[src/logic/sad_pkg.sv]
// widths, states and owner tags shared by the accelerator units
// lane operand and product vectors, multiplier request and response buses
`default_nettype none

package sad_pkg;

    // ##################################################
    // sizes
    localparam int D_MODEL     = 8;
    localparam int MAT_N       = 4;
    localparam int MAT_W       = 6;
    localparam int DATA_W      = 8;
    localparam int PROD_W      = 16;
    localparam int Q_W         = 19;
    localparam int DET_W       = 25;
    localparam int OUT_W       = 25;
    localparam int LOAD_CYCLES = 64;
    localparam int LANES       = 8;

    // ##################################################
    // element and vector types
    typedef logic signed [MAT_W-1:0]  mat_entry_t;
    typedef logic signed [DATA_W-1:0] opnd_t;
    typedef logic signed [PROD_W-1:0] prod_t;

    typedef opnd_t [LANES-1:0] lane_vec_t;
    typedef prod_t [LANES-1:0] prod_vec_t;

    // requester that owns a multiplier slot
    typedef enum logic {
        OWN_DET   = 1'b0,
        OWN_QPROJ = 1'b1
    } owner_t;

    typedef struct packed {
        logic      valid;
        lane_vec_t a;
        lane_vec_t b;
    } mult_req_t;

    typedef struct packed {
        logic      valid;
        owner_t    owner;
        prod_vec_t prod;
    } mult_rsp_t;

    typedef enum logic [1:0] {
        DET_IDLE,
        DET_MINOR,
        DET_COMBINE,
        DET_DONE
    } det_state_t;

    typedef enum logic [1:0] {
        OUT_IDLE,
        OUT_DET,
        OUT_Q
    } out_state_t;

    // everything captured during one input burst
    typedef struct packed {
        logic [3:0]                            t_eff;
        mat_entry_t [MAT_N*MAT_N-1:0]          mat;
        opnd_t      [D_MODEL*D_MODEL-1:0]      act;
        opnd_t      [D_MODEL*D_MODEL-1:0]      wq;
    } load_bus_t;

endpackage

`default_nettype wire
[src/logic/input_buffer.sv]
// serial capture of T, the 4x4 matrix, the activation rows and the Q weights
`timescale 1ns/1ps
`default_nettype none

module input_buffer (
    input  logic                              clk,
    input  logic                              rst_n,
    input  logic                              in_valid,
    input  logic [3:0]                        T,
    input  logic signed [sad_pkg::MAT_W-1:0]  in_data1,
    input  logic signed [sad_pkg::DATA_W-1:0] in_data2,
    input  logic signed [sad_pkg::DATA_W-1:0] w_q,
    output sad_pkg::load_bus_t                load,
    output logic                              load_done
);

    logic [5:0] cnt;
    logic [3:0] t_eff_now;
    logic [6:0] act_limit;

    // T only counts on the first beat, later beats reuse the stored T_eff
    always_comb begin
        if (cnt == 6'd0) begin
            case (T)
                4'd1:    t_eff_now = 4'd1;
                4'd4:    t_eff_now = 4'd4;
                default: t_eff_now = 4'd8;
            endcase
        end else begin
            t_eff_now = load.t_eff;
        end
        act_limit = {t_eff_now, 3'b000};
    end

    // beat counter and end-of-burst pulse
    always_ff @(posedge clk or negedge rst_n) begin
        if (!rst_n) begin
            cnt       <= '0;
            load_done <= 1'b0;
        end else begin
            load_done <= in_valid && (cnt == 6'(sad_pkg::LOAD_CYCLES - 1));
            if (in_valid) begin
                cnt <= cnt + 6'd1;
            end else begin
                cnt <= '0;
            end
        end
    end

    // each stream lands at the address given by the beat count
    always_ff @(posedge clk) begin
        if (in_valid) begin
            if (cnt == 6'd0) begin
                load.t_eff <= t_eff_now;
            end
            if (cnt < 6'(sad_pkg::MAT_N * sad_pkg::MAT_N)) begin
                load.mat[cnt[3:0]] <= in_data1;
            end
            if ({1'b0, cnt} < act_limit) begin
                load.act[cnt] <= in_data2;
            end
            load.wq[cnt] <= w_q;
        end
    end

endmodule

`default_nettype wire

[config.mk]
export PLATFORM = sky130hd
export DESIGN_NAME = input_buffer
export DESIGN_NICKNAME = d
export VERILOG_FILES = /design/src/logic/sad_pkg.sv /design/src/logic/input_buffer.sv
export SDC_FILE = /design/constraint.sdc
export NUM_CORES = 1
export LEC_CHECK = 0
export BUFFER_PORTS_ARGS = -buffer_cell sky130_fd_sc_hd__buf_2
export CAP_MARGIN = 25
export CORE_AREA = 4 4 445 447
export CTS_BUF_LIST = sky130_fd_sc_hd__clkbuf_16
export CTS_CLUSTER_SIZE = 24
export DETAILED_ROUTE_END_ITERATION = 12
export DIE_AREA = 0 0 449 451
export GPL_ROUTABILITY_DRIVEN = 0
export PLACE_DENSITY_LB_ADDON = 0.08
export SYNTH_ARGS = -nofsm -noshare
export SYNTH_HDL_FRONTEND = slang
export SYNTH_SLANG_ARGS = --single-unit
export TNS_END_PERCENT = 5
[constraint.sdc]
create_clock -name clk -period 4.5 [get_ports clk]
set_clock_uncertainty 0.2 [all_clocks]
set_input_delay 1.35 -clock clk [delete_from_list [all_inputs] [get_ports clk]]
set_output_delay 1.35 -clock clk [all_outputs]
set_load 0.02 [all_outputs]
## After elaboration in Yosys (flattened, before gate mapping)

Cells that the tools add are included.

- Add/sub/neg operators: 1
- $lt $le $gt $ge: 6
- Equal/unequal tests: 3
- Mux-type cells: 10
- Reduce and logical (&&, ||, !) cells: 7

Operator list:

| cell | count |
|---|---|
| $bwmux 512 | 2 |
| $bwmux 96 | 1 |
| $demux 8 s6 | 1 |
| $demux 6 s4 | 1 |
| $mux 6 | 2 |
| $mux 8 | 1 |
| $pmux 4 s2 | 1 |
| $lt 6x7->1 | 1 |
| $lt 6x7->1 const B | 1 |
| $add 6x1->6 const B | 1 |
| $eq 6x6->1 const B | 1 |
| $ge 6x1->1 const B | 1 |
| $logic_not 6->1 | 1 |
| $lt 6x5->1 const B | 1 |
| $reduce_and 2->1 | 3 |
| $lt 4x5->1 const B | 1 |
| $eq 4x1->1 const B | 1 |
| $eq 4x3->1 const B | 1 |
| $ge 4x1->1 const B | 1 |
| $mux 4 | 1 |
| $logic_and 1x1->1 | 3 |

- Bits in registers: 1131
- Output and inout bits: 1125
- Word-level logic and storage cells: 174

## Longest topological paths before layout

Gate-level depths: netlist of the first run.

- Word-level depth: 5
- Gate-level depth with buffers: 12
- Depth with buffers taken out: 10

## Worst setup path after synthesis of the first run

No wires, ideal clock.

- Path kind: input -> register
- Start: in T[1]
- End: reg load[608] (netlist bit) (enable)
- Setup time: 383 ps
- Arrival time: 3821 ps
- Data required time: 3917 ps
- Setup slack: 95 ps
- Stages on the path: 8
- Buffers on the path: 1
- Cells stage by stage: nor4b_1 -> mux2i_1 -> ha_1 -> or4b_2 -> o22ai_1 -> a2111oi_4 -> buf_6 -> nor3_1

- Longest elaborated chain between the ends: 5
- Elaborated cells on any way between the ends: 6

RTL lines:

| element | RTL line | RTL |
|---|---|---|
| start, declared | input_buffer.sv:9 | `input logic [3:0] T,` |
| $eq 4x3->1 / $eq 4x1->1 (equally long branches) | input_buffer.sv:24 | `case (T)` |
| $pmux 4 s2 * | input_buffer.sv:24 |  |
| $mux 4 * | input_buffer.sv:23 | `if (cnt == 6'd0) begin` |
| $lt 6x7->1 * | input_buffer.sv:59 | `if ({1'b0, cnt} < act_limit) begin` |
| $reduce_and 2->1 (no source line) * | n/a |  |
| end, declared | input_buffer.sv:13 | `output sad_pkg::load_bus_t load,` |

Every way passes the cells marked *; elsewhere a longest branch is shown, timed or not.
A chain may end at the register's enable or synchronous reset.

## Final worst setup path of the first run

- Start: reg cnt[1]
- End: reg load[839] (netlist bit) (enable)

- Longest elaborated chain between the ends: 4

RTL lines:

| element | RTL line | RTL |
|---|---|---|
| start, declared | input_buffer.sv:17 | `logic [5:0] cnt;` |
| start signal, assigned | input_buffer.sv:43 | `cnt <= cnt + 6'd1;` |
| $logic_not 6->1 | input_buffer.sv:23 |  |
| $mux 4 | input_buffer.sv:23 |  |
| $lt 6x7->1 * | input_buffer.sv:59 |  |
| $reduce_and 2->1 (no source line) * | n/a |  |

Marked as above.

==> results summary, run 1 <==
The flow ran to the end, and the final reports show no timing, DRC or antenna violations. In this run the clock root is driven by a sky130_fd_sc_hd__clkbuf_16. The post-DP HPWL is 120900 microns.

After synthesis, the largest family of logic cells by area is simple AND/OR/NAND/NOR gates. The aggregate global-route resource usage is 16.25%. The part of the power in registers is 51.1%.

The height of the die is 451 microns. The effective utilization at floorplan is 18.22%. The simple-gate share of the synthesized area is 2.932%. After layout, the minimum clock period comes to 4016 ps. Counting stages on the worst path, the most repeated cell is sky130_fd_sc_hd__ha_1.

The largest fanout on the critical path is 20. The number of global-route vias before repair came out at between 20000 and 25000. The filler cells instantiated in the layout total 19940. The number of instances in the synthesized netlist is 1386. STA classifies the critical path startpoint as a flip-flop. The final number of hold-violating endpoints came out at 0.

The total number of vias came out at 20040. TritonCTS built the clock tree. The DRC marker count from the first detailed-route iteration is 1282. The number of flops mapped to enable cells by yosys is 1124.

The width of the die is around 450 microns. The first global-routing pass estimated between 200000 and 250000 microns of wire. STA puts the critical path data required time at about 4800 ps. In this run the static leakage power is 18.17 nW. The number of pins exceeding their max-slew limit in the final report is 0.

The number of different library cells used by synthesis comes to 38. Setup repair after global routing left no endpoint under its margin. The number of antenna violations at the first check in global routing came out at 10.

The combinational share of power is 2.9%. The signal arrival time at the worst endpoint is 4300 ps. The netlist area before placement came out at roughly 0.035 sq mm. The largest net degree at the start of global routing came out at 65. In this run the mean area of a mapped cell was approximately 26 sq um. The cts-stage hold buffer count is 0. Traced cell by cell, the critical path runs through inv_1, ha_1, nor3b_2, nand2_4, mux2i_1, ha_1, or4b_2, o22ai_1, a2111oi_4, buf_6, buf_12, nor3_1, buf_4. For this run, the share of the core covered by cells in the final layout is between 20% and 30%. Based on the critical path, the design can be clocked at up to roughly 250 MHz. Buffers added to address setup during post-CTS repair amount to 0.

After synthesis the netlist holds a flip-flop and latch count of about 1100. The area fraction in compound gates after synthesis came out at 0.2016%. For the worst-skew pair, the clock arrives at the later sink with an insertion delay of 780 ps. Summing all placed instances gives a cell area of 0.04563 sq mm. The number of max-capacitance violations reported is 0. In this run the power spent charging and discharging nets is 5.034 mW. When the netlist entered floorplanning its net count stood at 1421. The fraction of final layout cells sized beyond drive strength 1 is 52.73%. The count of buffers added on input and output ports is around 1200. After detailed routing, the total wire length is 170600 microns. The cell with the biggest individual delay on the critical path is sky130_fd_sc_hd__or4b_2. The final design area excluding fillers came out at 0.04990 sq mm. The worst setup path is captured at a flip-flop. The proportion of synthesized flip-flops having asynchronous set or reset came out at 0.6189%.

The ratio of final minimum period to clock period is 89.25%. The instance count after placement with tap cells included is approximately 5200. The area enclosed by the die boundary came out at 0.2025 sq mm. The buffer depth of the longest clock path is 3.

The clock transition at the register clock pins on the worst setup and hold paths after CTS came out at 60 ps. Of the total power, the share spent switching nets is roughly 22%. Headroom to the max-slew limit came out at between 30% and 40%.

Once routing completed, OpenROAD measured the worst setup slack at 483.9 ps. The count of TritonRoute iterations in the first routing pass came out at 6. The region available for standard cell placement spans 0.1942 sq mm. The multiplexer share of the synthesized area is 0.06013%. CTS built an H-tree with a depth of 4. The cell area power density is roughly 460 mW/mm^2. After detailed routing, the number of vias per cell comes to 3.676. The category of the most critical setup path is flip-flop to flip-flop.

The remaining antenna violation count after routing is 0. The routed wire length per instance is 31.29 microns. The share of the synthesized netlist area taken by xor and xnor gates came out at 0.1238%. For this run, design rule violations remaining after detail routing come to 0. For this design the top-level I/O count stands at 1154.

For the pin with the worst max-slew slack, the measured transition is roughly 960 ps. The non-filler instance count after layout is 5452. The number of nets in the final layout came out at 2837. The worst slack at placement is -215.4 ps. In the synthesized netlist the dominant register cell turns out to be sky130_fd_sc_hd__edfxtp_1.

The part of the total power dissipated in the clock network came out at 46.0%. The delay of the slowest cell on the worst path came out at 670 ps. Setup violations remaining at the end of the flow were counted as 0. The number of placement rows is 162.

The worst voltage drop across the vdd grid is 0.2590 mV. Summing the areas of all fa, ha and maj instances in the mapped netlist gives 0.2122% of the synthesized area. The tightest hold path in the finished design has a slack of between 200 and 250 ps.

The area growth from synthesis to final layout came out at 41.07%. The total clock buffers created by CTS came out at 139. The share of synthesized area occupied by flip-flops and latches came out at 95.90%. The number of sinks handled by clock tree synthesis is 1131. The post-CTS resize count is 0.

The min-delay analysis places its worst path in the category input pin to asynchronous set/reset pin. Cell internal power was estimated by the tool at 17.79 mW. The synthesis warning total came out at 0.

The sum of overflow across all layers after global routing is 0.
-- power groups by stage --
| stage | clock network, mW | registers (mW) | logic (mW) |
|---|---|---|---|
| 4_1_cts | 10.9 | 11.7 | 0.700 |
| 5_1_grt | 11.4 | 11.7 | 0.703 |
| 2_1_floorplan | 0 | 11.9 | 0.119 |
| 6_report | 10.5 | 11.7 | 0.657 |
| 3_5_place_dp | 0 | 11.9 | 0.699 |
| 3_3_place_gp | 0 | 11.9 | 0.703 |
-- per-layer routing --
metal / track usage [%] / share of wire [%]
met5: 0.1184 / 0.018
met1: 16.68 / 35
met2: 29.98 / 54
met4: 7.383 / 4.6
met3: 5.209 / 6.7
-- synthesized netlist by cell type, types with 2 or more instances --
| cell type | count | share of area (%) |
|---|---|---|
| sky130_fd_sc_hd__edfxtp_1 | 1124 | 95 |
| sky130_fd_sc_hd__nor2_1 | 81 | 0.86 |
| sky130_fd_sc_hd__nor3_1 | 55 | 0.78 |
| sky130_fd_sc_hd__clkbuf_1 | 26 | 0.28 |
| sky130_fd_sc_hd__nor3_2 | 15 | 0.42 |
| sky130_fd_sc_hd__nand3_1 | 12 | 0.17 |
| sky130_fd_sc_hd__buf_6 | 7 | 0.22 |
| sky130_fd_sc_hd__dfrtp_1 | 7 | 0.50 |
| sky130_fd_sc_hd__nand2_1 | 7 | 0.074 |
| sky130_fd_sc_hd__ha_1 | 6 | 0.21 |
| sky130_fd_sc_hd__and2_1 | 5 | 0.088 |
| sky130_fd_sc_hd__inv_1 | 4 | 0.042 |
| sky130_fd_sc_hd__xnor2_1 | 4 | 0.099 |
| sky130_fd_sc_hd__nand4_1 | 3 | 0.053 |
| sky130_fd_sc_hd__and4_1 | 2 | 0.050 |
| sky130_fd_sc_hd__nand2b_1 | 2 | 0.035 |
| sky130_fd_sc_hd__nand3b_1 | 2 | 0.042 |
| sky130_fd_sc_hd__nor2b_1 | 2 | 0.035 |
| sky130_fd_sc_hd__nor4b_1 | 2 | 0.050 |
| sky130_fd_sc_hd__or3b_2 | 2 | 0.050 |
-- registers in the layout, indices dropped and copies added, names as in the netlist --
register and count:
load 1124, cnt 6, load_done 1
-- metrics by stage --
stage / TNS [ps] / total power [mW]
floorplan: 0 / 12.05
global placement: -198400 / 12.58
detailed placement: -45850 / 12.58
CTS: 0 / 23.26
global route: 0 / 23.71
finish: 0 / 22.82
-- cell type report --
class                   instances  area [sq um]  area share (%)
clock buffers                 142          3553           7.120
flip-flops and latches       1131         33930           67.99
diodes                          3         7.507         0.01504
well taps                    2542          3181           6.373
inverters                       4         15.01         0.03009
multi-input cells             216          1325           2.655
clock inverters               104         711.9           1.427
repair buffers               1310          7183           14.39
-- layout by cell type, fill, tap and decap left out, types with 2 or more instances in the layout --
cell / synthesis / layout
sky130_fd_sc_hd__and2_1: 5 / 5
sky130_fd_sc_hd__and4_1: 2 / 2
sky130_fd_sc_hd__buf_12: 0 / 18
sky130_fd_sc_hd__buf_2: 1 / 1151
sky130_fd_sc_hd__buf_4: 0 / 140
sky130_fd_sc_hd__bufinv_16: 0 / 5
sky130_fd_sc_hd__clkbuf_16: 0 / 142
sky130_fd_sc_hd__clkinv_1: 0 / 37
sky130_fd_sc_hd__clkinv_2: 0 / 9
sky130_fd_sc_hd__clkinv_4: 0 / 2
sky130_fd_sc_hd__clkinv_8: 0 / 4
sky130_fd_sc_hd__clkinvlp_4: 0 / 8
sky130_fd_sc_hd__dfrtp_1: 7 / 7
sky130_fd_sc_hd__diode_2: 0 / 3
sky130_fd_sc_hd__edfxtp_1: 1124 / 1124
sky130_fd_sc_hd__ha_1: 6 / 6
sky130_fd_sc_hd__inv_1: 4 / 34
sky130_fd_sc_hd__inv_16: 0 / 2
sky130_fd_sc_hd__inv_6: 0 / 6
sky130_fd_sc_hd__nand2_1: 7 / 5
sky130_fd_sc_hd__nand2_2: 0 / 2
sky130_fd_sc_hd__nand2b_1: 2 / 2
sky130_fd_sc_hd__nand3_1: 12 / 7
sky130_fd_sc_hd__nand3_2: 0 / 5
sky130_fd_sc_hd__nand3b_1: 2 / 2
sky130_fd_sc_hd__nand4_1: 3 / 3
sky130_fd_sc_hd__nor2_1: 81 / 81
sky130_fd_sc_hd__nor2b_1: 2 / 2
sky130_fd_sc_hd__nor3_1: 55 / 46
sky130_fd_sc_hd__nor3_2: 15 / 24
sky130_fd_sc_hd__nor4b_1: 2 / 2
sky130_fd_sc_hd__or3b_2: 2 / 2
sky130_fd_sc_hd__xnor2_1: 4 / 4
-- worst max-delay path, delay by kind of cell (launching register included) --
kind,cells,cell delay [ps]
AOI/OAI and AO/OA,2,420
adders and majority gates,2,390
buffers and inverters,4,670
DFF,1,370
muxes,1,170
and+or+nand+nor,4,1460
-- cells by family after synthesis --
family	count (synthesis)
flip-flops	1131
XOR/XNOR	5
AND/OR/NAND/NOR	198
multiplexers	2
AO/OA/AOI/OAI	5
buffers and inverters	39
adder cells (fa/ha/maj)	6
-- path summary, 6_finish.rpt --
path                                      startpoint                    to  slack, ps  cells past startpoint
max in group asynchronous                      rst_n      cnt[5]$_DFF_PN0_       3720                      1
worst max register to register      cnt[1]$_DFF_PN0_   load[839]$_DFFE_PP_        480                     13
min in group clk                load[1121]$_DFFE_PP_  load[1121]$_DFFE_PP_        390                      2
worst max-delay path                cnt[1]$_DFF_PN0_   load[839]$_DFFE_PP_        480                     13
worst min register to register  load[1121]$_DFFE_PP_  load[1121]$_DFFE_PP_        390                      2
worst min-delay path                           rst_n   load_done$_DFF_PN0_        210                      1
Note: power is estimated with default switching activity, not from simulation.
==> inputs of run 2 (changes only) <==
==> constraint.sdc (replaced) <==
create_clock -name clk -period 4.5 [get_ports clk]
set_clock_uncertainty 0.2 [all_clocks]
set_input_delay 0.225 -clock clk [delete_from_list [all_inputs] [get_ports clk]]
set_output_delay 0.225 -clock clk [all_outputs]
set_load 0.02 [all_outputs]
==> run 2 against run 1 <==
Effect of this change:
- clock-buffer cell count is 1 higher
- setup slack got worse by 190 ps
- cell area fell by 0.18%
- global-route usage is 0.088 points higher
- total power increased by 1.2%
- core utilization hardly changed
- sequential power hardly changed
- sequential share of layout area increased by 0.12 points
- fmax fell by 4.4%
- hold slack better by 64 ps
- critical path type unchanged
- critical endpoint is now load[752]$_DFFE_PP_
- largest power group unchanged
==> results summary, run 2 (synthesis gave the netlist of run 1 again) <==
The maximum operating frequency came out at 237.9 MHz. In this run the clock root is driven by a sky130_fd_sc_hd__clkbuf_16. The largest net degree at the start of global routing came out at 65. In the final design database the tool counted 2828 nets.

The number of sinks handled by clock tree synthesis is 1131. Measured in cells, the most critical reg-to-reg path has a length of 13. The worst setup path is captured at a flip-flop. The aggregate routed wire length is 171100 microns. The area growth from synthesis to final layout is 40.81%. Dividing the detail-routed via count by the number of cells gives ~3.7. The post-route DRC violation count is 0. The flip-flop count of the largest register, all copies and words added is ~1100. The tool flagged a number of max-cap violations equal to 0. The setup slack on the worst flop-to-flop path came out at 300 ps. After floorplanning, the core was divided into 162 placement rows.

STA classifies the critical path startpoint as a flip-flop. The number of I/O port buffers is 1153. For this design the static power due to leakage is 18.08 nW. The final design area excluding fillers is 0.04981 sq mm. The final number of hold-violating endpoints came out at 0. The number of global-route vias before repair was 20910. The transition time at the pin with the least slew margin came out at between 900 and 1000 ps. The effective utilization at floorplan is between 10% and 20%. Cells with a size suffix above 1 make up between 50% and 60% of the layout. The cell area after placement is 0.04511 sq mm. The largest fanout on the critical path came out at 43. The library cells used most frequently in the layout, excluding fill and tap cells, are 1153 x sky130_fd_sc_hd__buf_2, 1124 x sky130_fd_sc_hd__edfxtp_1, 143 x sky130_fd_sc_hd__clkbuf_16.

In the final routed layout, each cell accounts on average for around 31 microns. The startpoint identified for the worst register-to-register timing path is cnt[0]$_DFF_PN0_. The library cell used most frequently in the layout, excluding fill and tap cells, is sky130_fd_sc_hd__buf_2.

The total number of vias came out at approximately 20000. The count of TritonRoute iterations in the first routing pass came out at 4. Detailed placement ended at an HPWL of 123500 microns.

TritonCTS built the clock tree. The worst relative slew slack is 35.04%. The number of antenna violations at the first check in global routing came out at 8.

Across the VDD grid, the largest voltage drop is around 0.28 mV. The non-filler instance count after layout came out at 5442. For hold timing, the worst endpoint is load[1083]$_DFFE_PP_.

Once detail routing completed, the nets flagged for antenna violations numbered 0. In the final layout, the registers with the most flip-flops are load: 1124 flops, cnt: 6 flops, load_done: 1 flops. The number of pins exceeding their max-slew limit in the final report came out at 0.

The wire length of the first global-routing pass is 219500 microns. For this design the ratio of total power to cell area is 463.8 mW/mm^2. The clock transition at the register clock pins on the worst setup and hold paths after CTS is around 60 ps.

The floorplan step set the die width to 449 microns. Setup violations remaining at the end of the flow were counted as 0. The setup path with the least slack is of type flip-flop to flip-flop. Setup repair after global routing left no endpoint under its margin. The instance count after placement with tap cells included came out at 5160. The total clock buffers created by CTS came out at approximately 140.

The maximum level of the CTS H-tree is 4. Pin placement for this block handled 1154 I/O pins. The class of the worst hold path is input pin to flip-flop. The aggregate global-route resource usage is 16.34%. Along the worst hold path, the cell count comes to 2. The worst path needs between 4000 and 5000 ps of the cycle, external delays included. The ratio of final minimum period to clock period is 93.40%. The buffer depth of the longest clock path is 3. Counting flops per register, the top entry is load. The sum of overflow across all layers after global routing came out at 0. The post-CTS resize count came out at 0.

The signal arrival time at the worst endpoint is roughly 4500 ps. The post-layout utilization of the core came out at 25.65%. In this run the standard cell core region covers 0.1942 sq mm.

The worst min-delay path startpoint is in_data1[5]. In the final timing run, aggregate negative setup slack is 0 ps. The height of the die came out at 451 microns. In this run the critical register-to-register path is captured at load[752]$_DFFE_PP_. The DRC marker count from the first detailed-route iteration is 1438. The flow ran to the end, and the final reports show no timing, DRC or antenna violations. The area enclosed by the die boundary is 0.2025 sq mm. The clock insertion delay at the later pin of the skew report came out at 770 ps. The data required time at the worst endpoint is 4770 ps.
==> run 2: changes by cell type in the layout (fill, tap and decap cells not counted), moves of 4 or more <==
cell and change:
sky130_fd_sc_hd__bufinv_16 +5, sky130_fd_sc_hd__inv_1 -5, sky130_fd_sc_hd__buf_12 -15, sky130_fd_sc_hd__dlygate4sd3_1 +33
sky130_fd_sc_hd__clkinv_2 +18, sky130_fd_sc_hd__inv_6 -4, sky130_fd_sc_hd__clkinv_1 -8, sky130_fd_sc_hd__buf_4 -27
==> run 2: worst max path at each step <==
stage	endpoint	cells past startpoint	startpoint	slack, ps
6_report	load[752]$_DFFE_PP_	13	cnt[0]$_DFF_PN0_	300
3_3_place_gp	load[754]$_DFFE_PP_	13	cnt[0]$_DFF_PN0_	350
5_1_grt	load[752]$_DFFE_PP_	13	cnt[0]$_DFF_PN0_	70
3_5_place_dp	load[657]$_DFFE_PP_	13	cnt[0]$_DFF_PN0_	280
4_1_cts	load[660]$_DFFE_PP_	13	cnt[0]$_DFF_PN0_	280
2_1_floorplan	load[609]$_DFFE_PP_	12	cnt[0]$_DFF_PN0_	470
==> run 2: metrics by stage <==
| stage | total power [mW] | hold slack, ps | setup WS [ps] |
|---|---|---|---|
| floorplan | 12.05 | -270.6 | 471.8 |
| global placement | 12.56 | -117.4 | 352.2 |
| detailed placement | 12.55 | -112.6 | 282.9 |
| CTS | 23.53 | 151.4 | 284.1 |
| global route | 23.99 | 217.4 | 67.34 |
| finish | 23.11 | 270.1 | 296.9 |
==> run 2: layer usage <==
layer / track usage (%) / vias up / share of wire (%)
li1: - / 8360 / -
met1: 17.06 / 10710 / 36
met2: 32.12 / 752 / 57
met3: 4.669 / 158 / 5.7
met4: 3.423 / 0 / 1.6
met5: 0 / - / 0
==> run 2: timing repair <==
action / CTS / global route
setup buffers: 0 / 0
endpoints found under the hold margin: 753 / 0
hold buffers: 33 / 0
==> run 2: critical path: stages (launching register included) <==
cell                        delay [ps]
sky130_fd_sc_hd__dfrtp_1           380
sky130_fd_sc_hd__inv_1             100
sky130_fd_sc_hd__ha_1              220
sky130_fd_sc_hd__nor3b_2           420
sky130_fd_sc_hd__nand2_4           130
sky130_fd_sc_hd__mux2i_1           170
sky130_fd_sc_hd__ha_1              220
sky130_fd_sc_hd__or4b_2            670
sky130_fd_sc_hd__o22ai_1           290
sky130_fd_sc_hd__a2111oi_4         100
sky130_fd_sc_hd__buf_12            200
sky130_fd_sc_hd__buf_4             260
sky130_fd_sc_hd__nor3_1            230
sky130_fd_sc_hd__buf_4             220
==> run 2: final cells by class <==
class | instances | area [sq um]
flip-flops and latches | 1131 | 33930
clock inverters | 103 | 774.5
repair buffers | 1302 | 7009
well taps | 2542 | 3181
inverters | 4 | 15.01
multi-input cells | 216 | 1325
clock buffers | 143 | 3578
diodes | 1 | 2.502
fillers | 19930 | 144400
==> run 2: where the power goes <==
group          internal [mW]  total [mW]  switching [mW]
Combinational          0.120       0.658           0.537
Sequential              11.6        11.7          0.0157
Clock                   6.32        10.8            4.48
