**src/logic/sad_pkg.sv**
```systemverilog
// widths, states and owner tags shared by the accelerator units
// lane operand and product vectors, multiplier request and response buses
`default_nettype none

package sad_pkg;

    // ##################################################
    // sizes
    localparam int D_MODEL     = 8;
    localparam int MAT_N       = 4;
    localparam int MAT_W       = 6;
    localparam int DATA_W      = 8;
    localparam int PROD_W      = 16;
    localparam int Q_W         = 19;
    localparam int DET_W       = 25;
    localparam int OUT_W       = 25;
    localparam int LOAD_CYCLES = 64;
    localparam int LANES       = 8;

    // ##################################################
    // element and vector types
    typedef logic signed [MAT_W-1:0]  mat_entry_t;
    typedef logic signed [DATA_W-1:0] opnd_t;
    typedef logic signed [PROD_W-1:0] prod_t;

    typedef opnd_t [LANES-1:0] lane_vec_t;
    typedef prod_t [LANES-1:0] prod_vec_t;

    // requester that owns a multiplier slot
    typedef enum logic {
        OWN_DET   = 1'b0,
        OWN_QPROJ = 1'b1
    } owner_t;

    typedef struct packed {
        logic      valid;
        lane_vec_t a;
        lane_vec_t b;
    } mult_req_t;

    typedef struct packed {
        logic      valid;
        owner_t    owner;
        prod_vec_t prod;
    } mult_rsp_t;

    typedef enum logic [1:0] {
        DET_IDLE,
        DET_MINOR,
        DET_COMBINE,
        DET_DONE
    } det_state_t;

    typedef enum logic [1:0] {
        OUT_IDLE,
        OUT_DET,
        OUT_Q
    } out_state_t;

    // everything captured during one input burst
    typedef struct packed {
        logic [3:0]                            t_eff;
        mat_entry_t [MAT_N*MAT_N-1:0]          mat;
        opnd_t      [D_MODEL*D_MODEL-1:0]      act;
        opnd_t      [D_MODEL*D_MODEL-1:0]      wq;
    } load_bus_t;

endpackage

`default_nettype wire
```
**src/logic/det_unit.sv**
```systemverilog
// 4x4 determinant by Laplace expansion over 2x2 minors of rows 0-1 and 2-3
// minor products come from the shared array, the combine step has its own multiplier
`timescale 1ns/1ps
`default_nettype none

module det_unit (
    input  logic                              clk,
    input  logic                              rst_n,
    input  logic                              load_done,
    input  logic                              run_clear,
    input  sad_pkg::load_bus_t                load,
    input  sad_pkg::mult_rsp_t                rsp,
    output sad_pkg::mult_req_t                req,
    output logic                              det_done,
    output logic signed [sad_pkg::DET_W-1:0]  det_value
);

    typedef logic signed [12:0] minor_t;

    sad_pkg::det_state_t state;
    logic [1:0]          b_prev;
    logic [1:0]          b_req;
    logic [2:0]          k;
    logic                own;
    minor_t              top [6];
    minor_t              bot [6];
    logic signed [25:0]  cprod;

    // column pairs (0,1) (0,2) (0,3) (1,2) (1,3) (2,3), complement of p is 5-p
    function automatic logic [3:0] pair_cols(input logic [2:0] p);
        case (p)
            3'd0:    pair_cols = {2'd0, 2'd1};
            3'd1:    pair_cols = {2'd0, 2'd2};
            3'd2:    pair_cols = {2'd0, 2'd3};
            3'd3:    pair_cols = {2'd1, 2'd2};
            3'd4:    pair_cols = {2'd1, 2'd3};
            default: pair_cols = {2'd2, 2'd3};
        endcase
    endfunction

    function automatic sad_pkg::opnd_t entry(input logic [1:0] r, input logic [1:0] c);
        sad_pkg::mat_entry_t e;
        e = load.mat[r * sad_pkg::MAT_N + c];
        return {{(sad_pkg::DATA_W - sad_pkg::MAT_W){e[sad_pkg::MAT_W-1]}}, e};
    endfunction

    function automatic minor_t minor_of(input sad_pkg::prod_t pa, input sad_pkg::prod_t pb);
        sad_pkg::prod_t d;
        d = pa - pb;
        return d[12:0];
    endfunction

    // ##################################################
    // minor requests
    // a batch is 4 minors: top pair 2b, top 2b+1, bottom 2b, bottom 2b+1
    always_comb begin
        logic [2:0] p;
        logic [3:0] cols;
        logic [1:0] r;
        own       = rsp.valid && (rsp.owner == sad_pkg::OWN_DET);
        b_req     = b_prev + {1'b0, own};
        req.valid = (state == sad_pkg::DET_MINOR) && (b_req != 2'd3);
        for (int g = 0; g < 4; g++) begin
            p    = {b_req, g[0]};
            cols = pair_cols(p);
            r    = g[1] ? 2'd2 : 2'd0;
            req.a[2*g]   = entry(r, cols[3:2]);
            req.b[2*g]   = entry(r + 2'd1, cols[1:0]);
            req.a[2*g+1] = entry(r, cols[1:0]);
            req.b[2*g+1] = entry(r + 2'd1, cols[3:2]);
        end
    end

    always_ff @(posedge clk) begin
        if (own && state == sad_pkg::DET_MINOR) begin
            for (int g = 0; g < 4; g++) begin
                if (!g[1]) begin
                    top[{b_prev, g[0]}] <= minor_of(rsp.prod[2*g], rsp.prod[2*g+1]);
                end else begin
                    bot[{b_prev, g[0]}] <= minor_of(rsp.prod[2*g], rsp.prod[2*g+1]);
                end
            end
        end
    end

    // ##################################################
    // control
    always_ff @(posedge clk or negedge rst_n) begin
        if (!rst_n) begin
            state  <= sad_pkg::DET_IDLE;
            b_prev <= '0;
            k      <= '0;
        end else begin
            case (state)
                sad_pkg::DET_IDLE: begin
                    if (load_done) begin
                        state  <= sad_pkg::DET_MINOR;
                        b_prev <= '0;
                    end
                end
                sad_pkg::DET_MINOR: begin
                    b_prev <= b_req;
                    if (own && b_prev == 2'd2) begin
                        state <= sad_pkg::DET_COMBINE;
                        k     <= '0;
                    end
                end
                sad_pkg::DET_COMBINE: begin
                    if (k == 3'd5) begin
                        state <= sad_pkg::DET_DONE;
                    end else begin
                        k <= k + 3'd1;
                    end
                end
                default: begin
                    if (run_clear) begin
                        state <= sad_pkg::DET_IDLE;
                    end
                end
            endcase
        end
    end

    // ##################################################
    // combine, pairs 1 and 4 carry a minus sign
    assign cprod = top[k] * bot[3'd5 - k];

    always_ff @(posedge clk) begin
        if (state == sad_pkg::DET_MINOR) begin
            det_value <= '0;
        end else if (state == sad_pkg::DET_COMBINE) begin
            if (k == 3'd1 || k == 3'd4) begin
                det_value <= det_value - cprod[sad_pkg::DET_W-1:0];
            end else begin
                det_value <= det_value + cprod[sad_pkg::DET_W-1:0];
            end
        end
    end

    assign det_done = (state == sad_pkg::DET_DONE);

endmodule

`default_nettype wire

```
**config.mk**
```make
export PLATFORM = sky130hd
export DESIGN_NAME = det_unit
export DESIGN_NICKNAME = d
export VERILOG_FILES = /design/src/logic/sad_pkg.sv /design/src/logic/det_unit.sv
export SDC_FILE = /design/constraint.sdc
export NUM_CORES = 1
export LEC_CHECK = 0
export ABC_CLOCK_PERIOD_IN_PS = 11690
export BUFFER_PORTS_ARGS = -buffer_cell sky130_fd_sc_hd__buf_4
export CELL_PAD_IN_SITES_DETAIL_PLACEMENT = 1
export CELL_PAD_IN_SITES_GLOBAL_PLACEMENT = 2
export CORE_AREA = 8 8 551 553
export CTS_CLUSTER_DIAMETER = 60
export CTS_CLUSTER_SIZE = 25
export DETAILED_ROUTE_END_ITERATION = 10
export DIE_AREA = 0 0 559 561
export PLACE_DENSITY_LB_ADDON = 0.1
export SYNTH_ARGS = -nofsm -noshare
export SYNTH_HDL_FRONTEND = slang
export SYNTH_SLANG_ARGS = --single-unit
```
**constraint.sdc**
```tcl
create_clock -name clk -period 11.69 [get_ports clk]
set_input_delay 1.169 -clock clk [delete_from_list [all_inputs] [get_ports clk]]
set_output_delay 1.169 -clock clk [all_outputs]
set_load 0.005 [all_outputs]
```
# == Word-level counts from Yosys, hierarchy flattened ==
# Memory sizes are Yosys's and may differ from the RTL's.
# Index checks and enable logic that the tools add are counted.
# classes
shift,0
n_div,0
magnitude_cmp,16
n_eq_ne,14
reduce_logical,13
add_sub_neg,21
n_mux,47
n_bitwise,1
n_mul,1
# op_table
operator,n
6-bit binary-select mux with 4-bit select,12
6-bit two-way mux,16
13-bit subtractor,4
6-bit binary-select mux with 2-bit select,4
4-bit by 2-bit adder with 5-bit output (first input constant),8
5-bit < comparator (second input constant),8
25-bit adder,1
13-bit by 13-bit multiplier with 25-bit output,1
25-bit two-way mux,1
25-bit subtractor,1
2-bit by 5-bit < comparator with 1-bit output (second input constant),4
4-bit by 5-bit < comparator with 1-bit output (second input constant),4
3-bit by 2-bit adder with 4-bit output (first input constant),4
4-bit one-hot mux with 3 select lines,1
2-bit two-way mux,5
2-bit != test (second input constant),5
2-bit equality test (second input constant),4
4-bit one-hot mux with 2 select lines,1
3-bit equality test (second input constant),2
3-bit two-way mux,2
2-bit one-hot mux with 3 select lines,1
3-bit one-hot mux with 2 select lines,1
2-bit by 1-bit equality test with 1-bit output (second input constant),2
1-bit logical AND,4
other kinds (14),17
# totals
mem_bits_rw,156
memories,2
regBits,32
latch_bits,0
romBits,0
in_bits,1258
# memory_table
memory,words,width,rd,rd_ports_with_merged_regs,wr,line,source
bot,6,13,1,0,2,det_unit.sv:26,minor_t bot [6];
top,6,13,1,0,2,det_unit.sv:25,minor_t top [6];

# == Depth between registers and ports, before layout ==
# Gate-level depths: netlist of the first run.
# logic_depth
word_depth,8
depth_mapped,41
mapped_depth_nobuf,36

# == Worst setup path before layout of the first run ==
# OpenSTA, ideal clock, no wires.
# synth_timing
path_kind,reg-to-reg
startpoint,reg k[1]
endpoint,reg det_value[24] (netlist name)
stages_incl_launch_ff,38
required_time_ns,11.574
synth_period_minus_slack_ns,9.562
slack_ns,2.128
path_buffers,5
arrival_time_ns,9.447
path_cell_list,dfrtp_1 -> clkbuf_1 -> clkbuf_1 -> inv_1 -> ha_1 -> clkbuf_1 -> buf_1 -> nand2_1 -> o21ai_0 -> clkbuf_1 -> nor2_1 -> fa_1 -> inv_1 -> fa_1 -> inv_1 -> fa_1 -> fa_1 -> fa_1 -> [... 2 more ...] -> a2111oi_4 -> o21ai_2 -> a2111oi_0 -> nor2_1 -> xnor2_1 -> a311o_1 -> o21ai_0 -> xor2_1 -> ha_1 -> a21o_1 -> a21o_1 -> a21o_1 -> a21oi_1 -> o31a_1 -> xnor2_1 -> xnor2_1 -> a21oi_1 -> a31o_1
# synth_via
elab_chain_len,5
word_cells_on_any_way,10
cone_classes,add/sub: 3; mul: 1; eq/ne: 2; mux: 1; reduce/logical: 1; memory: 2
# synth_rtl
item,line,source
start: declaration,det_unit.sv:23,logic [2:0] k;
start signal: assignment,det_unit.sv:112,k <= k + 3'd1;
3-bit subtractor,det_unit.sv:126,assign cprod = top[k] * bot[3'd5 - k];
memory 6 x 13 bit,-,
13-bit by 13-bit multiplier with 25-bit output,det_unit.sv:126,
25-bit adder or 25-bit subtractor (tied branches),"det_unit.sv:135, det_unit.sv:133",
25-bit two-way mux (*),det_unit.sv:132,if (k == 3'd1 || k == 3'd4) begin
end signal: assignment,det_unit.sv:133,det_value <= det_value - cprod[sad_pkg::DET_W-1:0];
end signal: assignment,det_unit.sv:135,det_value <= det_value + cprod[sad_pkg::DET_W-1:0];
end: declaration,det_unit.sv:15,output logic signed [sad_pkg::DET_W-1:0] det_value
# Mark *: on every way between the ends. The rest lies on a longest branch, timed or not.
# A chain may end at the register's enable or synchronous reset.

# == Worst setup path in the final report of the first run ==
# layout_timing
startpoint,reg k[0]
endpoint,reg det_value[24] (netlist name)
# The elaborated chain is that of the path after synthesis.

==> results of run 1 <==
cells by family after synthesis:
family | after synthesis | synth area share, %
fa+ha+maj | 309 | 27.3
compound gates | 309 | 10.3
xor+xnor | 97 | 4.56
buf+inv | 339 | 7.50
mux | 164 | 10.9
simple gates | 460 | 10.6
flops | 188 | 28.8
per-stage QoR:
step	setup WS [ns]	util (%)
after global routing	0.309	9.10
final	1.21	9.10
after detailed placement	0.878	8.89
after global placement	0.900	8.89
after floorplan	2.13	-
after CTS	0.837	9.10
cells in the final DEF (no fill, tap or decap), drive strengths merged, types with 3 or more instances in the layout:
master / instances
xnor2: 58
clkinv: 8
o21bai: 5
fa: 163
a21boi: 18
nand3: 9
a211oi: 15
dfxtp: 25
nor3: 10
nor2b: 21
o31ai: 9
buf: 407
clkbuf: 17
xor2: 39
nor3b: 5
dfrtp: 7
o21ai: 91
edfxtp: 156
a21oi: 96
diode: 5
mux2: 49
a31oi: 8
ha: 146
a21o: 34
nor2: 197
nand2b: 19
mux2i: 89
nand4: 3
o21a: 5
nand2: 163
mux4: 26
and2: 13
or3: 9
o311ai: 3
inv: 255
per-layer routing:
metal	share of wire, %	global-route usage (%)
met5	0.033	0
met2	48	9.99
met4	1.1	1.09
met3	3.0	1.10
met1	48	7.70
worst max-delay path, delay by kind of cell (launching register included):
family | cells | cell delay (ns)
buffers and inverters | 4 | 0.68
and+or+nand+nor | 3 | 0.39
AOI/OAI and AO/OA | 13 | 3.34
adders and majority gates | 8 | 3.70
xor gates and xnor gates | 4 | 0.97
DFF | 1 | 0.71
muxes | 1 | 0.53
worst min-delay path by stage:
stage / slack (ns) / endpoint / startpoint / cells past startpoint
final: 0.48 / b_prev[1]$_DFFE_PN0P_ / rst_n / 1
after global routing: 0.43 / b_prev[1]$_DFFE_PN0P_ / rst_n / 1
after CTS: 0.40 / b_prev[1]$_DFFE_PN0P_ / rst_n / 1
after detailed placement: 0.51 / det_value[0]$_SDFFE_PP0P_ / det_value[0]$_SDFFE_PP0P_ / 2
after global placement: 0.51 / det_value[0]$_SDFFE_PP0P_ / det_value[0]$_SDFFE_PP0P_ / 2
after floorplan: 0.47 / det_value[23]$_SDFFE_PP0P_ / det_value[23]$_SDFFE_PP0P_ / 2
registers in the layout (all words and copies together) (netlist names):
register,count
bot,78
top,78
det_value,25
k,3
b_prev,2
state,2
cell usage after synthesis, types with 5 or more instances:
master    instances
clkbuf_1         47
a21oi_1          96
a21boi_0         18
o31ai_1           9
dfrtp_1           7
and2_1           13
a21o_1           34
nor2b_1          21
o21a_1            5
xnor2_1          58
o21bai_1          5
dfxtp_1          25
xor2_1           39
inv_1           248
mux2i_1          89
nand2b_1         19
o21ai_0          89
buf_1             8
fa_1            163
nor3b_1           5
mux4_2           26
nor2_1          197
edfxtp_1        156
ha_1            146
or3_1             7
mux2_2           49
nor3_1           10
buf_4            32
nand3_1           9
a211oi_1         15
nand2_1         163
a31oi_1           8
final cells by class:
type	count	area [sq um]	area share, %
Multi-Input combinational cell	1339	11900	44.5
Sequential cell	188	5360	20.0
Tap cell	3939	4930	18.4
Timing Repair Buffer	407	3070	11.4
Inverter	248	932	3.47
Clock buffer	17	425	1.58
Clock inverter	15	184	0.685
Antenna cell	5	12.5	0.0466
==> results by group, run 1 <==
Status
  • Run status: finished, final reports clean

Synthesis
  • Post-synth ARST share: about 3.7%
  • Post-synthesis cell area: 18600 sq um
  • Total number of yosys warnings: 0
  • Primary FF master, synth: edfxtp_1
  • Cell count after synthesis: approximately 1900
  • Cell variety after synth: 67
  • Yosys top cell by area: edfxtp_1
  • Register bit total from synthesis: around 190
  • Synth area leaders: edfxtp_1, fa_1, ha_1
  • Synth top area share: ~25%
  • Post-Syn Nets: around 3400
  • Mean post-synth cell area: 9.99 sq um
  • Register area share after synthesis: 28.8%
  • Post-synth EDFFs: ~160

Layout
  • Fraction of layout cells with a size suffix above 1: 24.1%
  • Layout Cells excl Fill: 6158
  • Layout area overhead: 44.1%
  • Fill cell count: 34700
  • Post-layout nets: 3768
  • Finished Cell Area: 26900 sq um

Flow run
  • Max-cap violations: 0

GRT
  • Total gr overflow: 0
  • Initial antenna violation count: 10
  • Vias in the first global route: between 15000 and 20000
  • GRT Util Overall: 5.85%
  • First-pass GRT wire length: 132000 microns
  • Largest net degree at the start of global routing: 65

Floorplan
  • Initial core utilization: 6.32%
  • I/O pin count: 1413
  • Cell row count: 200
  • Die H: 561 microns
  • Full die area: 314000 sq um
  • Core area: 295000 sq um
  • Die width: around 560 microns

STA
  • Worst-margin pin slew: 1.17 ns
  • RSZ-0062 raised after global routing: false
  • Endpoints failing setup: 0
  • Hold Slack: 0.484 ns
  • Min cycle time layout: around 10 ns
  • Final hold violation count: 0
  • Crit share post-route: 89.7%
  • TNS Setup: 0 ns
  • Layout Skew: 0.0375 ns
  • Slew Viols, Final: 0
  • Rel. slew slack: 22.1%
  • Max Clk Rate: 95.4 MHz

Worst setup path
  • Startpoint Class: register
  • Slowest cell on crit path: dfrtp_4
  • CP Max Fanout: 16
  • Crit. End Element: register
  • Worst Path Required: 12.09 ns
  • Slowest stage delay, CP: between 0.7 and 0.8 ns
  • Critical path class: reg2reg
  • R2R Setup Slk: 1.21 ns
  • FF-to-FF path depth: 33
  • R2R Path Start: k[0]$_DFFE_PN0P_
  • Critical path startpoint: k[0]$_DFFE_PN0P_
  • Critical Path Sink: det_value[24]$_SDFFE_PP0P_
  • Reg-to-reg endpoint: det_value[24]$_SDFFE_PP0P_
  • CP arrival: 10.88 ns
  • Cell mode on critical path: fa_1

Place
  • I/O Buffers: 360
  • DP Area: 26200 sq um
  • RD Place Congestion: about 0.67
  • Detail Placement HPWL: 79600 microns
  • Placed Instances: a little over 6000

Routing
  • Routed WL per cell: 15.1 microns
  • WL final: ~93000 microns
  • Via density: 2.35
  • Post-DRT Antenna Nets: 0
  • Via Count: between 10000 and 15000
  • DR iter-0 viols: around 550
  • Drt drc: 0
  • Drt pass-1 iters: 4

Clocking
  • Post_cts resized: 0
  • CTS tree: done
  • Setup bufs post-CTS: 0
  • Reg clk slew, reported paths: 0.09 ns
  • CTS Buf Count: 17
  • CTS max path bufs: 2
  • Worst-Skew Late Latency: roughly 0.52 ns
  • Clk sinks: 188
  • Clk root buf: clkbuf_16
  • Post-CTS Hold Fix Bufs: 0
  • H-tree levels: 4

Hold path
  • Worst min path class: in2async
Power of run 1 is not shown: default switching activity piles up to over one toggle a cycle in this logic, so the estimate is an artifact.
==> run 2: changes to the inputs <==
--- a/config.mk
+++ b/config.mk
@@ -15,6 +15,7 @@
 export DETAILED_ROUTE_END_ITERATION = 10
 export DIE_AREA = 0 0 559 561
 export PLACE_DENSITY_LB_ADDON = 0.1
+export REMOVE_ABC_BUFFERS = 1
 export SYNTH_ARGS = -nofsm -noshare
 export SYNTH_HDL_FRONTEND = slang
 export SYNTH_SLANG_ARGS = --single-unit
==> results by group, run 2 (synthesized netlist as in run 1, its figures left out) <==
Worst setup path
  • R2R Setup Slk: 1.43 ns (was 1.21 ns)
  • CP arrival: 10.70 ns (was 10.88 ns)
  • CP Max Fanout: 21 (was 16)
  • R2R Path Start: k[0]$_DFFE_PN0P_ (unchanged)
  • Worst Path Required: 12.13 ns (was 12.09 ns)
  • Crit path max-delay family: compound AO/OA/AOI/OAI gates (was adder cells)
  • Cell mode on critical path: fa_1 (unchanged)
  • Crit. End Element: register (unchanged)
  • Slowest stage delay, CP: 0.80 ns (was 0.71 ns)
  • FF-to-FF path depth: 30 (was 33)
  • Critical path startpoint: k[0]$_DFFE_PN0P_ (unchanged)
  • Reg-to-reg endpoint: det_value[24]$_SDFFE_PP0P_ (unchanged)
  • Startpoint Class: register (unchanged)
  • Critical path class: reg2reg (unchanged)
  • Sum of buffers and inverters on the critical path: 2 (was 4)
  • Slowest cell on crit path: o21ai_1 (was dfrtp_4)

STA
  • Rel. slew slack: 7.01% (was 22.1%)
  • Max Clk Rate: 97.4 MHz (was 95.4 MHz)
  • Final hold violation count: 0 (unchanged)
  • Worst-margin pin slew: 1.38 ns (was 1.17 ns)
  • Endpoints failing setup: 0 (unchanged)
  • TNS Setup: 0 ns (unchanged)
  • Layout Skew: 0.0254 ns (was 0.0375 ns)
  • Crit share post-route: 87.8% (was 89.7%)
  • Min cycle time layout: 10.26 ns (was 10.48 ns)
  • RSZ-0062 raised after global routing: false (unchanged)
  • Slew Viols, Final: 0 (unchanged)

Floorplan
  • Full die area: 314000 sq um (unchanged)
  • Initial core utilization: 6.32% (unchanged)
  • Core area: 295000 sq um (unchanged)
  • Die width: 559 microns (unchanged)
  • I/O pin count: 1413 (unchanged)
  • Die H: 561 microns (unchanged)
  • Cell row count: 200 (unchanged)

Layout
  • Finished Cell Area: 26900 sq um (about the same)
  • Fraction of layout cells with a size suffix above 1: 24.2% (was 24.1%)
  • Commonest non-fill, non-tap cell in the layout: buf_4 (unchanged)
  • Post-layout nets: 3770 (was 3768)
  • Commonest non-fill, non-tap cells in the layout: buf_4, inv_1, nor2_1 (unchanged)
  • Layout area overhead: 44.1% (about the same)

GRT
  • First-pass GRT wire length: 150000 microns (was 132000 microns)
  • GR Util met3: 1.91% (was 1.10%)
  • GRT busiest layer: met1 (was met2)
  • Initial antenna violation count: 9 (was 10)
  • Largest net degree at the start of global routing: 68 (was 65)
  • GRT Util Overall: 6.98% (was 5.85%)
  • Total gr overflow: 0 (unchanged)
  • Met2 Track Usage GR: 9.23% (was 9.99%)
  • Vias in the first global route: 16700 (about the same)
  • Routing usage on met1: 11.0% (was 7.70%)

Routing
  • DR iter-0 viols: 505 (was 551)
  • Drt drc: 0 (unchanged)
  • Post-DRT Antenna Nets: 0 (unchanged)
  • Via Count: 14600 (was 14500)
  • Drt pass-1 iters: 4 (unchanged)
  • Via density: 2.37 (was 2.35)
  • Routed WL per cell: 18.1 microns (was 15.1 microns)
  • WL final: 111000 microns (was 92800 microns)

Status
  • Run status: finished, final reports clean (unchanged)

Clocking
  • Setup bufs post-CTS: 0 (unchanged)
  • CTS tree: done (unchanged)
  • CTS Buf Count: 17 (unchanged)
  • Post_cts resized: 0 (unchanged)
  • Post-CTS Hold Fix Bufs: 0 (unchanged)
  • Reg clk slew, reported paths: 0.09 ns (about the same)
  • H-tree levels: 4 (unchanged)
  • CTS max path bufs: 2 (unchanged)
  • Clk sinks: 188 (unchanged)
  • Clk root buf: clkbuf_16 (unchanged)
  • Worst-Skew Late Latency: 0.53 ns (was 0.52 ns)

Flow run
  • Max-cap violations: 0 (unchanged)

Hold path
  • Worst min path class: in2async (unchanged)

Place
  • I/O Buffers: 360 (unchanged)
  • RD Place Congestion: 0.731 (was 0.672)
  • Detail Placement HPWL: 98400 microns (was 79600 microns)
  • DP Area: 26200 sq um (about the same)
==> run 2: worst max path at each step <==
stage                                       endpoint  slack, ns  cells after the start
final                     det_value[24]$_SDFFE_PP0P_       1.43                     30
after global routing      det_value[24]$_SDFFE_PP0P_       0.72                     29
after CTS                 det_value[24]$_SDFFE_PP0P_       1.06                     29
after detailed placement  det_value[24]$_SDFFE_PP0P_       1.08                     33
after global placement    det_value[24]$_SDFFE_PP0P_       1.07                     32
after floorplan           det_value[24]$_SDFFE_PP0P_       1.01                     30
==> run 2: layout make-up <==
| class | instances | area (sq um) |
|---|---|---|
| inverters | 248 | 932 |
| diodes | 2 | 5.00 |
| clock buffers | 18 | 429 |
| clock inverters | 14 | 180 |
| fillers | 34700 | 268000 |
| flip-flops and latches | 188 | 5360 |
| well taps | 3939 | 4930 |
| multi-input cells | 1339 | 11900 |
| repair buffers | 409 | 3080 |
==> run 2: per-stage QoR <==
step | setup slack (ns) | util [%] | hold WS, ns | std cells
floorplan | 1.01 | - | 0.466 | 1775
global placement | 1.07 | 8.89 | 0.498 | 6123
detailed placement | 1.08 | 8.89 | 0.503 | 6123
CTS | 1.06 | 9.10 | 0.391 | 6155
global route | 0.723 | 9.10 | 0.414 | 6156
finish | 1.43 | 9.10 | 0.459 | 6157
==> run 2: layer usage <==
metal / wire length, microns / up-vias
li1: - / 6939
met1: 63100 / 7281
met2: 41000 / 319
met3: 6200 / 39
met4: 985 / 8
met5: 46 / -
Power of run 2 is left out for the same reason.
==> run 3: changes to the inputs <==
--- a/config.mk
+++ b/config.mk
@@ -9,11 +9,11 @@
 export BUFFER_PORTS_ARGS = -buffer_cell sky130_fd_sc_hd__buf_4
 export CELL_PAD_IN_SITES_DETAIL_PLACEMENT = 1
 export CELL_PAD_IN_SITES_GLOBAL_PLACEMENT = 2
-export CORE_AREA = 8 8 551 553
+export CORE_AREA = 2 2 545 547
 export CTS_CLUSTER_DIAMETER = 60
 export CTS_CLUSTER_SIZE = 25
 export DETAILED_ROUTE_END_ITERATION = 10
-export DIE_AREA = 0 0 559 561
+export DIE_AREA = 0 0 547 549
 export PLACE_DENSITY_LB_ADDON = 0.1
 export REMOVE_ABC_BUFFERS = 1
 export SYNTH_ARGS = -nofsm -noshare
==> results by group, run 3 (synthesized netlist as in run 1, its figures left out) <==
Floorplan
  • Die width: 547 microns (was 559 microns)
  • Initial core utilization: 6.32% (unchanged)
  • I/O pin count: 1413 (unchanged)
  • Die H: 549 microns (was 561 microns)
  • Core area: 295000 sq um (unchanged)
  • Cell row count: 200 (unchanged)
  • Full die area: 300000 sq um (was 314000 sq um)

Status
  • Run status: finished, final reports clean (unchanged)

Layout
  • Register Area: 5360 sq um (unchanged)
  • Layout area overhead: 44.3% (was 44.1%)
  • Commonest non-fill, non-tap cell in the layout: buf_4 (unchanged)
  • Commonest non-fill, non-tap cells in the layout: buf_4, inv_1, nor2_1 (unchanged)
  • Layout Cells excl Fill: 6170 (was 6157)
  • Fill cell count: 34700 (about the same)
  • Post-layout nets: 3780 (was 3770)
  • Multi-input gate area: 11900 sq um (unchanged)
  • Fraction of layout cells with a size suffix above 1: 24.5% (was 24.2%)

Routing
  • Drt drc: 0 (unchanged)
  • Post-DRT Antenna Nets: 0 (unchanged)
  • DR iter-0 viols: 509 (was 505)
  • Via density: 2.38 (was 2.37)
  • WL final: 110000 microns (was 111000 microns)
  • Drt pass-1 iters: 4 (unchanged)
  • Routed WL per cell: 17.8 microns (was 18.1 microns)
  • Via Count: 14700 (was 14600)

STA
  • RSZ-0062 raised after global routing: false (unchanged)
  • Layout Skew: 0.0349 ns (was 0.0254 ns)
  • Endpoints failing setup: 0 (unchanged)
  • Worst-margin pin slew: 1.39 ns (was 1.38 ns)
  • Final hold violation count: 0 (unchanged)
  • Min cycle time layout: 10.50 ns (was 10.26 ns)
  • Crit share post-route: 89.8% (was 87.8%)
  • Slew Viols, Final: 0 (unchanged)
  • TNS Setup: 0 ns (unchanged)
  • Max Clk Rate: 95.2 MHz (was 97.4 MHz)
  • Rel. slew slack: 6.44% (was 7.01%)

GRT
  • GRT Util Overall: 7.28% (was 6.98%)
  • Vias in the first global route: 16700 (about the same)
  • Largest net degree at the start of global routing: 68 (unchanged)
  • First-pass GRT wire length: 149000 microns (was 150000 microns)
  • Total gr overflow: 0 (unchanged)
  • Initial antenna violation count: 15 (was 9)

Worst setup path
  • CP arrival: 10.96 ns (was 10.70 ns)
  • Startpoint Class: register (unchanged)
  • R2R Path Start: k[0]$_DFFE_PN0P_ (unchanged)
  • Critical path class: reg2reg (unchanged)
  • Cell mode on critical path: fa_1 (unchanged)
  • CP Max Fanout: 35 (was 21)
  • R2R Setup Slk: 1.19 ns (was 1.43 ns)
  • Slowest stage delay, CP: 0.85 ns (was 0.80 ns)
  • Slowest cell on crit path: dfrtp_4 (was o21ai_1)
  • Worst Path Required: 12.15 ns (was 12.13 ns)
  • Crit. End Element: register (unchanged)
  • Critical path startpoint: k[0]$_DFFE_PN0P_ (unchanged)

Clocking
  • Post-CTS Hold Fix Bufs: 0 (unchanged)
  • CTS tree: done (unchanged)
  • Reg clk slew, reported paths: 0.11 ns (was 0.09 ns)
  • Clk sinks: 188 (unchanged)
  • Clk root buf: clkbuf_16 (unchanged)
  • Worst-Skew Late Latency: 0.55 ns (was 0.53 ns)
  • H-tree levels: 4 (unchanged)
  • Setup bufs post-CTS: 0 (unchanged)
  • CTS Buf Count: 17 (unchanged)
  • CTS max path bufs: 2 (unchanged)
  • Post_cts resized: 0 (unchanged)

Place
  • RD Place Congestion: 0.764 (was 0.731)
  • Placed Instances: 6133 (was 6123)
  • Detail Placement HPWL: 96700 microns (was 98400 microns)
  • I/O Buffers: 360 (unchanged)

Flow run
  • Max-cap violations: 0 (unchanged)

Hold path
  • Worst min path class: in2async (unchanged)
-- run 3: layout make-up --
class                   instances  share of cell area [%]
clock buffers                  17                    1.58
repair buffers                419                    11.7
clock inverters                14                   0.568
diodes                          6                  0.0558
inverters                     248                    3.47
multi-input cells            1339                    44.4
well taps                    3939                    18.3
flip-flops and latches        188                    19.9
-- run 3: through the flow --
step	util (%)	hold WS [ns]	cell area, sq um	worst slack, ns
2_1_floorplan	-	0.466	18200	1.01
6_report	9.12	0.453	26900	1.19
3_3_place_gp	8.91	0.497	26300	0.853
4_1_cts	9.11	0.386	26900	0.853
5_1_grt	9.11	0.415	26900	0.261
3_5_place_dp	8.91	0.497	26300	0.851
-- run 3: layer usage --
layer / GRT usage (%) / vias up / share of wire [%]
met1: 11.7 / 7335 / 57
met5: 0 / - / 0.047
met3: 1.90 / 30 / 6.1
met2: 9.43 / 330 / 36
met4: 1.22 / 8 / 0.71
li1: - / 6966 / -
-- run 3: worst paths after layout --
path | endpoint | cells after the start
worst max-delay path | det_value[24]$_SDFFE_PP0P_ | 33
max in group asynchronous | k[0]$_DFFE_PN0P_ | 1
worst min-delay path | b_prev[0]$_DFFE_PN0P_ | 1
worst min register to register | det_value[0]$_SDFFE_PP0P_ | 2
min in group clk | det_value[0]$_SDFFE_PP0P_ | 2
worst max register to register | det_value[24]$_SDFFE_PP0P_ | 33
-- run 3: worst max-delay path, delay by kind of cell, from the launching register on --
| kind | cells | cell delay (ns) |
|---|---|---|
| compound gates | 13 | 3.17 |
| xor+xnor | 4 | 0.83 |
| fa+ha+maj | 8 | 3.68 |
| buf+inv | 4 | 0.84 |
| flops | 1 | 0.85 |
| mux | 1 | 0.51 |
| simple gates | 3 | 0.42 |
Power of run 3 is left out for the same reason.
